==> config.mk <==
export PLATFORM = sky130hd
export DESIGN_NAME = vdp_lite
export DESIGN_NICKNAME = d
export VERILOG_FILES = /design/src/logic/vdp_regs_pkg.sv /design/src/logic/video_timing_pkg.sv /design/src/logic/vdp_lite.sv /design/src/logic/palette_output.sv /design/src/logic/vram_write_port.sv /design/src/logic/host_registers.sv /design/src/logic/vga_timing.sv
export SDC_FILE = /design/constraint.sdc
export NUM_CORES = 1
export LEC_CHECK = 0
export BUFFER_PORTS_ARGS = -buffer_cell sky130_fd_sc_hd__buf_2
export CAP_MARGIN = 10
export CELL_PAD_IN_SITES_DETAIL_PLACEMENT = 1
export CELL_PAD_IN_SITES_GLOBAL_PLACEMENT = 1
export CORE_MARGIN = 5
export CORE_UTILIZATION = 39
export DETAILED_ROUTE_END_ITERATION = 10
export PLACE_DENSITY = 0.85
export SYNTH_ARGS = -nofsm -noshare
export SYNTH_HDL_FRONTEND = slang
export SYNTH_SLANG_ARGS = --single-unit
==> constraint.sdc <==
create_clock -name clk -period 2.6 [get_ports clk]
set_input_delay 0.13 -clock clk [delete_from_list [all_inputs] [get_ports clk]]
set_output_delay 0.13 -clock clk [all_outputs]
set_load 0.02 [all_outputs]
==> src/logic/vdp_regs_pkg.sv <==
// host register numbers of the register map
// colour, palette and VRAM types
// packed structs for host writes, VRAM requests and palette writes

package vdp_regs_pkg;

    // host port words
    typedef logic [5:0] reg_addr_t;
    typedef logic [15:0] host_data_t;

    // register map
    // palette address and data, then VRAM address, data and increment
    localparam reg_addr_t reg_palette_addr = 6'd2;
    localparam reg_addr_t reg_palette_data = 6'd3;
    localparam reg_addr_t reg_vram_addr = 6'd4;
    localparam reg_addr_t reg_vram_data = 6'd5;
    localparam reg_addr_t reg_vram_increment = 6'd6;

    // display control in the upper register bank
    localparam reg_addr_t reg_layer_enable = 6'd32;
    localparam reg_addr_t reg_target_x = 6'd35;
    localparam reg_addr_t reg_target_y = 6'd36;

    // palette and colour
    typedef logic [7:0] palette_index_t;
    typedef logic [11:0] color_t;

    // with no layers rendered every pixel resolves to the backdrop
    localparam palette_index_t backdrop_index = 8'd0;

    // VRAM is split into an even and an odd 16-bit port
    // the byte address selects the port with bit 0
    typedef logic [14:0] vram_byte_addr_t;
    typedef logic [13:0] vram_word_addr_t;
    typedef logic [15:0] vram_data_t;

    typedef logic [5:0] layer_enable_t;

    // one accepted host write
    typedef struct packed {
        reg_addr_t address;
        host_data_t data;
        logic valid;
    } host_write_t;

    // port_mask bit 0 is the even port, bit 1 the odd port
    typedef struct packed {
        vram_word_addr_t address;
        vram_data_t data;
        logic [1:0] port_mask;
    } vram_request_t;

    typedef struct packed {
        palette_index_t index;
        host_data_t data;
        logic enable;
    } palette_write_t;

endpackage

==> src/logic/video_timing_pkg.sv <==
// raster coordinate types for the display timing
// 640x480 horizontal and vertical timing constants
// phase of the host VRAM write slot within each 8-pixel group

package video_timing_pkg;

    // horizontal position, counts through the whole line
    typedef logic [10:0] raster_x_t;

    // vertical position, counts through the whole frame
    typedef logic [9:0] raster_y_t;

    // horizontal timing in pixels
    // blanking comes first on each line, the visible pixels last
    localparam int h_active = 640;
    localparam int h_front_porch = 16;
    localparam int h_sync = 96;
    localparam int h_back_porch = 48;

    localparam int h_offscreen = h_front_porch + h_sync + h_back_porch;
    localparam int h_total = h_active + h_offscreen;

    // vertical timing in lines
    // visible lines come first, then the blanking interval
    localparam int v_active = 480;
    localparam int v_front_porch = 11;
    localparam int v_sync = 2;
    localparam int v_back_porch = 31;

    localparam int v_total = v_active + v_front_porch + v_sync + v_back_porch;

    // host writes are issued on the edge that ends phase 7
    // so the write enable is seen while raster_x[2:0] is 0
    localparam logic [2:0] host_slot_phase = 3'd7;

endpackage
==> src/logic/vdp_lite.sv <==
// top level of the cut-down video display processor
// VGA timing, host registers, VRAM write port and palette output

module vdp_lite (
    input  logic clk,
    input  logic rst_n,

    // host port
    input  logic [15:0] host_address,
    input  vdp_regs_pkg::host_data_t host_write_data,
    input  logic host_write_en,
    input  logic host_read_en,
    output vdp_regs_pkg::host_data_t host_read_data,
    output logic host_ready,

    // VGA output
    output logic [3:0] r,
    output logic [3:0] g,
    output logic [3:0] b,
    output logic vga_hsync,
    output logic vga_vsync,
    output logic active_display,

    // single-cycle strobes
    output logic hsync,
    output logic vsync,
    output logic frame_ended,
    output logic active_frame_ended,
    output logic target_raster_hit,

    // VRAM ports, read data is not consumed without the render layers
    output vdp_regs_pkg::vram_word_addr_t vram_address_even,
    output logic vram_we_even,
    input  vdp_regs_pkg::vram_data_t vram_read_data_even,
    output vdp_regs_pkg::vram_data_t vram_write_data_even,

    output vdp_regs_pkg::vram_word_addr_t vram_address_odd,
    output logic vram_we_odd,
    input  vdp_regs_pkg::vram_data_t vram_read_data_odd,
    output vdp_regs_pkg::vram_data_t vram_write_data_odd
);

    video_timing_pkg::raster_x_t raster_x;
    video_timing_pkg::raster_y_t raster_y;

    vdp_regs_pkg::host_write_t host_write;
    vdp_regs_pkg::palette_write_t palette_write;
    vdp_regs_pkg::vram_request_t vram_request;
    vdp_regs_pkg::layer_enable_t layer_enable;
    logic vram_request_valid;
    logic vram_busy;

    // a write only counts while the port can take it
    assign host_write = {host_address[5:0], host_write_data, host_write_en && host_ready};
    assign host_ready = !vram_busy;
    assign frame_ended = vsync;

    vga_timing vga_timing_inst (
        .clk(clk),
        .rst_n(rst_n),
        .raster_x(raster_x),
        .raster_y(raster_y),
        .active_display(active_display),
        .vga_hsync(vga_hsync),
        .vga_vsync(vga_vsync),
        .hsync(hsync),
        .vsync(vsync),
        .active_frame_ended(active_frame_ended)
    );

    // reads are always ready, host_read_en does not change the readback
    host_registers host_registers_inst (
        .clk(clk),
        .rst_n(rst_n),
        .host_write(host_write),
        .read_select(host_address[0]),
        .raster_x(raster_x),
        .raster_y(raster_y),
        .vram_busy(vram_busy),
        .host_read_data(host_read_data),
        .palette_write(palette_write),
        .vram_request(vram_request),
        .vram_request_valid(vram_request_valid),
        .layer_enable(layer_enable),
        .target_raster_hit(target_raster_hit)
    );

    vram_write_port vram_write_port_inst (
        .clk(clk),
        .rst_n(rst_n),
        .raster_x(raster_x),
        .request(vram_request),
        .request_valid(vram_request_valid),
        .busy(vram_busy),
        .vram_address_even(vram_address_even),
        .vram_address_odd(vram_address_odd),
        .vram_write_data_even(vram_write_data_even),
        .vram_write_data_odd(vram_write_data_odd),
        .vram_we_even(vram_we_even),
        .vram_we_odd(vram_we_odd)
    );

    palette_output palette_output_inst (
        .clk(clk),
        .rst_n(rst_n),
        .palette_write(palette_write),
        .layer_enable(layer_enable),
        .active_display(active_display),
        .r(r),
        .g(g),
        .b(b)
    );

endmodule

==> src/logic/palette_output.sv <==
// 256-entry palette RAM written from the host registers
// backdrop colour lookup and gated, registered RGB output

module palette_output (
    input  logic clk,
    input  logic rst_n,

    input  vdp_regs_pkg::palette_write_t palette_write,
    input  vdp_regs_pkg::layer_enable_t layer_enable,
    input  logic active_display,

    output logic [3:0] r,
    output logic [3:0] g,
    output logic [3:0] b
);

    logic [15:0] palette_ram [256];
    logic [15:0] palette_data;
    logic show_pixel;
    vdp_regs_pkg::color_t pixel_color;

    always_ff @(posedge clk) begin
        if (palette_write.enable) begin
            palette_ram[palette_write.index] <= palette_write.data;
        end
        palette_data <= palette_ram[vdp_regs_pkg::backdrop_index];
    end

    // enable condition follows the RAM read by one cycle
    always_ff @(posedge clk) begin
        if (!rst_n) begin
            show_pixel <= 1'b0;
            {r, g, b} <= '0;
        end else begin
            show_pixel <= (|layer_enable) && active_display;
            {r, g, b} <= show_pixel ? pixel_color : '0;
        end
    end

    // only the low 12 bits carry colour
    assign pixel_color = palette_data[11:0];

endmodule

==> src/logic/vram_write_port.sv <==
// single-entry holding register for host VRAM writes
// issues the write in the host slot on the even or odd port

module vram_write_port (
    input  logic clk,
    input  logic rst_n,

    input  video_timing_pkg::raster_x_t raster_x,

    input  vdp_regs_pkg::vram_request_t request,
    input  logic request_valid,
    output logic busy,

    output vdp_regs_pkg::vram_word_addr_t vram_address_even,
    output vdp_regs_pkg::vram_word_addr_t vram_address_odd,
    output vdp_regs_pkg::vram_data_t vram_write_data_even,
    output vdp_regs_pkg::vram_data_t vram_write_data_odd,
    output logic vram_we_even,
    output logic vram_we_odd
);

    typedef enum logic {
        port_idle,
        port_pending
    } port_state_t;

    port_state_t state;
    vdp_regs_pkg::vram_request_t pending;

    logic in_slot;
    logic accept;
    logic issue;

    assign in_slot = (raster_x[2:0] == video_timing_pkg::host_slot_phase);
    assign accept = (state == port_idle) && request_valid;
    assign issue = (state == port_pending) && in_slot;

    always_ff @(posedge clk) begin
        if (!rst_n) begin
            state <= port_idle;
            vram_we_even <= 1'b0;
            vram_we_odd <= 1'b0;
        end else begin
            vram_we_even <= issue && pending.port_mask[0];
            vram_we_odd <= issue && pending.port_mask[1];
            if (accept) begin
                state <= port_pending;
            end else if (issue) begin
                state <= port_idle;
            end
        end
    end

    // address and data hold between slots, no render fetch shares the bus
    always_ff @(posedge clk) begin
        if (accept) begin
            pending <= request;
        end
        if (issue) begin
            vram_address_even <= pending.address;
            vram_address_odd <= pending.address;
            vram_write_data_even <= pending.data;
            vram_write_data_odd <= pending.data;
        end
    end

    assign busy = (state == port_pending);

endmodule

==> src/logic/host_registers.sv <==
// host write decode into the register map
// palette and VRAM write addresses with auto-increment
// raster position readback and raster target compare

module host_registers (
    input  logic clk,
    input  logic rst_n,

    input  vdp_regs_pkg::host_write_t host_write,
    input  logic read_select,

    input  video_timing_pkg::raster_x_t raster_x,
    input  video_timing_pkg::raster_y_t raster_y,

    input  logic vram_busy,

    output vdp_regs_pkg::host_data_t host_read_data,
    output vdp_regs_pkg::palette_write_t palette_write,
    output vdp_regs_pkg::vram_request_t vram_request,
    output logic vram_request_valid,
    output vdp_regs_pkg::layer_enable_t layer_enable,
    output logic target_raster_hit
);

    vdp_regs_pkg::palette_index_t palette_address;
    vdp_regs_pkg::palette_index_t palette_write_index;
    vdp_regs_pkg::host_data_t palette_write_data;
    logic palette_write_enable;

    vdp_regs_pkg::vram_byte_addr_t vram_byte_address;
    logic [7:0] vram_increment;

    video_timing_pkg::raster_x_t target_x;
    video_timing_pkg::raster_y_t target_y;

    logic vram_data_write;

    always_ff @(posedge clk) begin
        if (!rst_n) begin
            palette_address <= '0;
            palette_write_enable <= 1'b0;
            vram_byte_address <= '0;
            vram_increment <= '0;
            layer_enable <= '0;
            target_x <= '0;
            target_y <= '0;
            target_raster_hit <= 1'b0;
        end else begin
            palette_write_enable <= 1'b0;
            target_raster_hit <= (raster_x == target_x) && (raster_y == target_y);

            if (host_write.valid) begin
                case (host_write.address)
                    vdp_regs_pkg::reg_palette_addr: begin
                        palette_address <= host_write.data[7:0];
                    end
                    vdp_regs_pkg::reg_palette_data: begin
                        palette_write_enable <= 1'b1;
                        palette_address <= palette_address + 8'd1;
                    end
                    vdp_regs_pkg::reg_vram_addr: begin
                        vram_byte_address <= host_write.data[14:0];
                    end
                    vdp_regs_pkg::reg_vram_data: begin
                        // the request carries the current address, the next one the advanced
                        vram_byte_address <= vram_byte_address + {7'd0, vram_increment};
                    end
                    vdp_regs_pkg::reg_vram_increment: vram_increment <= host_write.data[7:0];
                    vdp_regs_pkg::reg_layer_enable: layer_enable <= host_write.data[5:0];
                    vdp_regs_pkg::reg_target_x: target_x <= host_write.data[10:0];
                    vdp_regs_pkg::reg_target_y: target_y <= host_write.data[9:0];
                    default: begin
                        // unmapped registers are ignored
                    end
                endcase
            end
        end
    end

    // palette payload, the index is the address before it advances
    always_ff @(posedge clk) begin
        if (host_write.valid && host_write.address == vdp_regs_pkg::reg_palette_data) begin
            palette_write_index <= palette_address;
            palette_write_data <= host_write.data;
        end
    end

    // raster readback, bit 0 of the host address picks x or y
    always_ff @(posedge clk) begin
        host_read_data <= read_select ? vdp_regs_pkg::host_data_t'(raster_y)
                                      : vdp_regs_pkg::host_data_t'(raster_x);
    end

    always_comb begin
        palette_write.index = palette_write_index;
        palette_write.data = palette_write_data;
        palette_write.enable = palette_write_enable;
    end

    // VRAM request goes straight to the write port so busy rises on the next edge
    assign vram_data_write = host_write.valid &&
                             (host_write.address == vdp_regs_pkg::reg_vram_data);
    assign vram_request_valid = vram_data_write && !vram_busy;

    always_comb begin
        vram_request.address = vram_byte_address[14:1];
        vram_request.data = host_write.data;
        vram_request.port_mask = vram_byte_address[0] ? 2'b10 : 2'b01;
    end

endmodule

==> src/logic/vga_timing.sv <==
// raster counters for the 640x480 display
// VGA sync levels, active display flag
// single-cycle line and frame strobes

module vga_timing (
    input  logic clk,
    input  logic rst_n,

    output video_timing_pkg::raster_x_t raster_x,
    output video_timing_pkg::raster_y_t raster_y,

    output logic active_display,
    output logic vga_hsync,
    output logic vga_vsync,

    // strobes, one cycle wide and not for driving a monitor
    output logic hsync,
    output logic vsync,
    output logic active_frame_ended
);

    localparam video_timing_pkg::raster_x_t x_last =
        video_timing_pkg::raster_x_t'(video_timing_pkg::h_total - 1);
    localparam video_timing_pkg::raster_y_t y_last =
        video_timing_pkg::raster_y_t'(video_timing_pkg::v_total - 1);

    // sync pulse windows
    localparam video_timing_pkg::raster_x_t hsync_start =
        video_timing_pkg::raster_x_t'(video_timing_pkg::h_front_porch);
    localparam video_timing_pkg::raster_x_t hsync_end =
        video_timing_pkg::raster_x_t'(video_timing_pkg::h_front_porch +
                                      video_timing_pkg::h_sync);
    localparam video_timing_pkg::raster_y_t vsync_start =
        video_timing_pkg::raster_y_t'(video_timing_pkg::v_active +
                                      video_timing_pkg::v_front_porch);
    localparam video_timing_pkg::raster_y_t vsync_end =
        video_timing_pkg::raster_y_t'(video_timing_pkg::v_active +
                                      video_timing_pkg::v_front_porch +
                                      video_timing_pkg::v_sync);

    logic line_end;

    always_ff @(posedge clk) begin
        if (!rst_n) begin
            raster_x <= '0;
            raster_y <= '0;
        end else if (line_end) begin
            raster_x <= '0;
            raster_y <= (raster_y == y_last) ? '0 : raster_y + 10'd1;
        end else begin
            raster_x <= raster_x + 11'd1;
        end
    end

    assign line_end = (raster_x == x_last);

    // visible pixels sit after the horizontal blanking
    assign active_display =
        (raster_x >= video_timing_pkg::raster_x_t'(video_timing_pkg::h_offscreen)) &&
        (raster_y < video_timing_pkg::raster_y_t'(video_timing_pkg::v_active));

    // both syncs are active low
    assign vga_hsync = !((raster_x >= hsync_start) && (raster_x < hsync_end));
    assign vga_vsync = !((raster_y >= vsync_start) && (raster_y < vsync_end));

    assign hsync = line_end;
    assign vsync = line_end && (raster_y == y_last);
    assign active_frame_ended = line_end &&
        (raster_y == video_timing_pkg::raster_y_t'(video_timing_pkg::v_active - 1));

endmodule

==> results.py <==
metrics = {
    "floorplanning": {
        "fp-row-count": 54,
        "die_area_mm2": 0.0250,
        "core_area_mm2": 0.0218,
        "ioPinCount": 167,
        "die_x_um": 158,
        "die_h_um": 158,
        "initial_utilization_pct": 39.4,
    },
    "logic_synthesis": {
        "yosys.cell_count.top_type": "dfxtp_1",
        "synth_fa_ha_area_share_pct": 2.13,
        "synthArstFlopShare_pct": 0,
        "yosysTopAreaCellShare_pct": 32.9,
        "synth_area_leaders": "edfxtp_1 33%, dfxtp_1 28%, mux2i_1 3.6%",
        "synthCells": 724,
        "ys_ff_latch": 214,
        "yosysSeqAreaShare_pct": 61.0,
        "syn_area_mm2": 0.00857,
        "synth_xor_area_share_pct": 4.09,
        "yosys.area.top_type": "edfxtp_1",
        "synth-simple-area-share_pct": 14.0,
        "synth_top_family_by_area": "simple AND/OR/NAND/NOR gates",
        "synth.avg_cell_area_um2": 11.8,
        "synth_common_cells": "120 x dfxtp_1, 94 x edfxtp_1, 71 x nor2_1",
        "synthMuxAreaShare_pct": 5.07,
        "yosysUniqueCellTypes": 66,
        "synth_compound_area_share_pct": 7.21,
        "synth-main-ff-cell": "dfxtp_1",
        "ys_warn_count": 0,
        "synth_edf_count": 94,
    },
    "layout": {
        "area_growth_pct": 17.8,
        "nets": 906,
        "finalInstanceArea_mm2": 0.0101,
        "fin_util_pct": 46.4,
        "drive_gt1_share_pct": 24.0,
    },
    "worst_setup_path": {
        "cp_max_fo": 7,
        "crit_path_end_kind": "output port",
        "startpoint_type": "register",
        "crit_type": "reg2out",
        "cp.required_ns": 2.47,
        "crit_arrival_ns": 2.40,
    },
    "timing": {
        "tightest_slew_ns": 0.683,
        "rsz0062_at_grt": "true",
        "slew_headroom_pct": 53.8,
        "setup_violations": 0,
        "clock_skew_ns": 0.0116,
        "timing.final.crit_share_pct": 97.3,
        "max_freq_mhz": 395,
        "hold_violations": 0,
        "min_period_ns": 2.53,
        "finalMaxSlewViolations": 0,
    },
    "clock_tree": {
        "htree_num_levels": 1,
        "cts_tree": "yes",
        "clock-sinks": 214,
        "root_buffer": "clkbuf_16",
        "insertion_delay_ns": 0.50,
        "cts_buffers": 22,
        "path_clk_slew_ns": 0.06,
        "cts.path.max_buffers": 3,
    },
    "run": {
        "max_cap_violations": 0,
    },
    "place": {
        "io_buffers": 118,
        "routabilityCongestion": 0.852,
        "dpl.hpwl_mm": 15.2,
        "placed_area_mm2": 0.00917,
    },
    "route": {
        "post_drt_wl_per_cell_um": 20.6,
        "initialDrtViolationCount": 412,
        "drc": 0,
        "vias_per_cell": 5.36,
        "vias": 6007,
        "ant_nets": 0,
        "wl_mm": 23.1,
        "dr.pass1.iters": 4,
    },
    "power_and_ir_drop": {
        "power.leakage_nw": 4.18,
        "power_density_mw_per_mm2": 700,
        "peakVddDrop_mv": 0.433,
    },
    "global_route": {
        "grt-ovfl-total": 0,
        "antenna_found_initial": 3,
        "grt_usage_pct": 18.4,
        "grt_pass1_wl_mm": 36.2,
        "first_global_vias": 6394,
        "grt_max_degree": 33,
    },
    "min_path": {
        "hold_class": "in2reg",
    },
    "status": {
        "outcome": "finished, final reports clean",
    },
}
state kept, by name, summed over array words and instances, names as in the netlist, 4 cells and up:
signal	flops
vram_write_port_inst.pending	32
vram_write_port_inst.vram_write_data_even	16
host_registers_inst.vram_byte_address	15
vram_write_port_inst.vram_address_even	14
host_registers_inst.palette_write_data	12
palette_output_inst.palette_data	12
palette_output_inst.palette_ram	12
host_registers_inst.host_read_data	11
host_registers_inst.target_x	11
vga_timing_inst.raster_x	11
host_registers_inst.target_y	10
vga_timing_inst.raster_y	10
host_registers_inst.palette_address	8
host_registers_inst.palette_write_index	8
host_registers_inst.vram_increment	8
host_registers_inst.layer_enable	6
palette_output_inst.b	4
palette_output_inst.g	4
palette_output_inst.r	4
metrics by stage:
stage / std cells / setup WS (ns) / TNS (ns) / total power, mW / hold slack [ns]
2_1_floorplan: 728 / 0.0663 / 0 / 3.69 / 0.229
3_3_place_gp: 1068 / 0.338 / 0 / 3.78 / 0.308
3_5_place_dp: 1068 / 0.229 / 0 / 3.79 / 0.319
4_1_cts: 1119 / -0.00637 / -0.00637 / 7.12 / 0.00992
5_1_grt: 1121 / -0.0367 / -0.0367 / 7.30 / 0.0142
6_report: 1121 / 0.0701 / 0 / 7.07 / 0.0310
what timing repair did:
item | in CTS | in global routing
hold buffers | 11 | 0
setup endpoints to repair | 3 | 4
setup buffers | 0 | 1
pin swaps | 0 | 2
resized for setup | 3 | 5
endpoints found under the hold margin | 16 | 0
cell type report:
type                       count  area, µm²
multi-input combinational    424       2850
fill                        2341      11700
clock buffer                  29        618
tap                          280        350
antenna                        1       2.50
timing repair buffer         148        846
inverter                      14       52.6
clock inverter                11        154
sequential                   214       5230
placed cells by master (no fill, tap or decap), types with 4 or more instances in the layout:
master,n
xor2_1,25
buf_4,20
a21oi_1,24
mux2_2,11
nor2_1,69
dlygate4sd3_1,11
mux2i_1,31
o21a_1,5
nor2b_1,5
a21o_1,10
nand3b_1,6
dfxtp_1,118
xnor2_1,15
and3_1,24
nor3_1,11
o21ai_0,13
buf_2,117
and3_2,4
nor4_1,8
a311oi_1,4
and4_1,4
clkbuf_16,23
a211oi_1,5
inv_1,13
or3_1,5
ha_1,12
conb_1,5
nand2_1,44
bufinv_16,4
nand3_1,18
edfxtp_1,94
o211ai_1,8
clkbuf_1,4
nand4_1,10
critical path, cell delays in order, from the launching register on:
cell and delay (ns):
dfxtp_1 0.40, or4_4 0.54, nor4_4 0.38, nand2_1 0.15, nor4b_2 0.25, buf_4 0.19
routing by layer:
layer | wire length (µm) | track usage (%) | vias to the layer above
met1 | 8970 | 22.5 | 3009
met2 | 11800 | 33.1 | 200
met3 | 1660 | 3.01 | 43
li1 | - | - | 2751
met5 | 21 | 0 | -
met4 | 644 | 6.13 | 4
final timing paths:
kind	startpoint	endpoint	slack (ns)	cells past startpoint
max	vga_timing_inst.raster_x[7]$_SDFF_PP0_	active_frame_ended	0.07	5
min reg2reg	palette_output_inst.palette_ram[0][0]$_DFFE_PP_	palette_output_inst.palette_data[0]$_DFF_P_	0.34	0
max reg2reg	host_registers_inst.vram_byte_address[0]$_SDFFE_PN0P_	host_registers_inst.vram_byte_address[10]$_SDFFE_PN0P_	0.13	8
min	host_write_data[1]	host_registers_inst.palette_write_data[1]$_DFFE_PP_	0.03	1
cell families after synthesis:
family | Yosys count
compound gates | 91
xor+xnor | 40
fa+ha+maj | 14
buf+inv | 90
flops | 214
mux | 42
other cells | 1
simple gates | 232
report_power, final:
group,switching (mW),total [mW],internal (mW)
logic,0.143,0.212,0.0687
registers,0.0149,3.52,3.51
clock network,1.27,3.34,2.07
total,1.43,7.07,5.64
No activity file was read; power rests on OpenSTA's default activity.
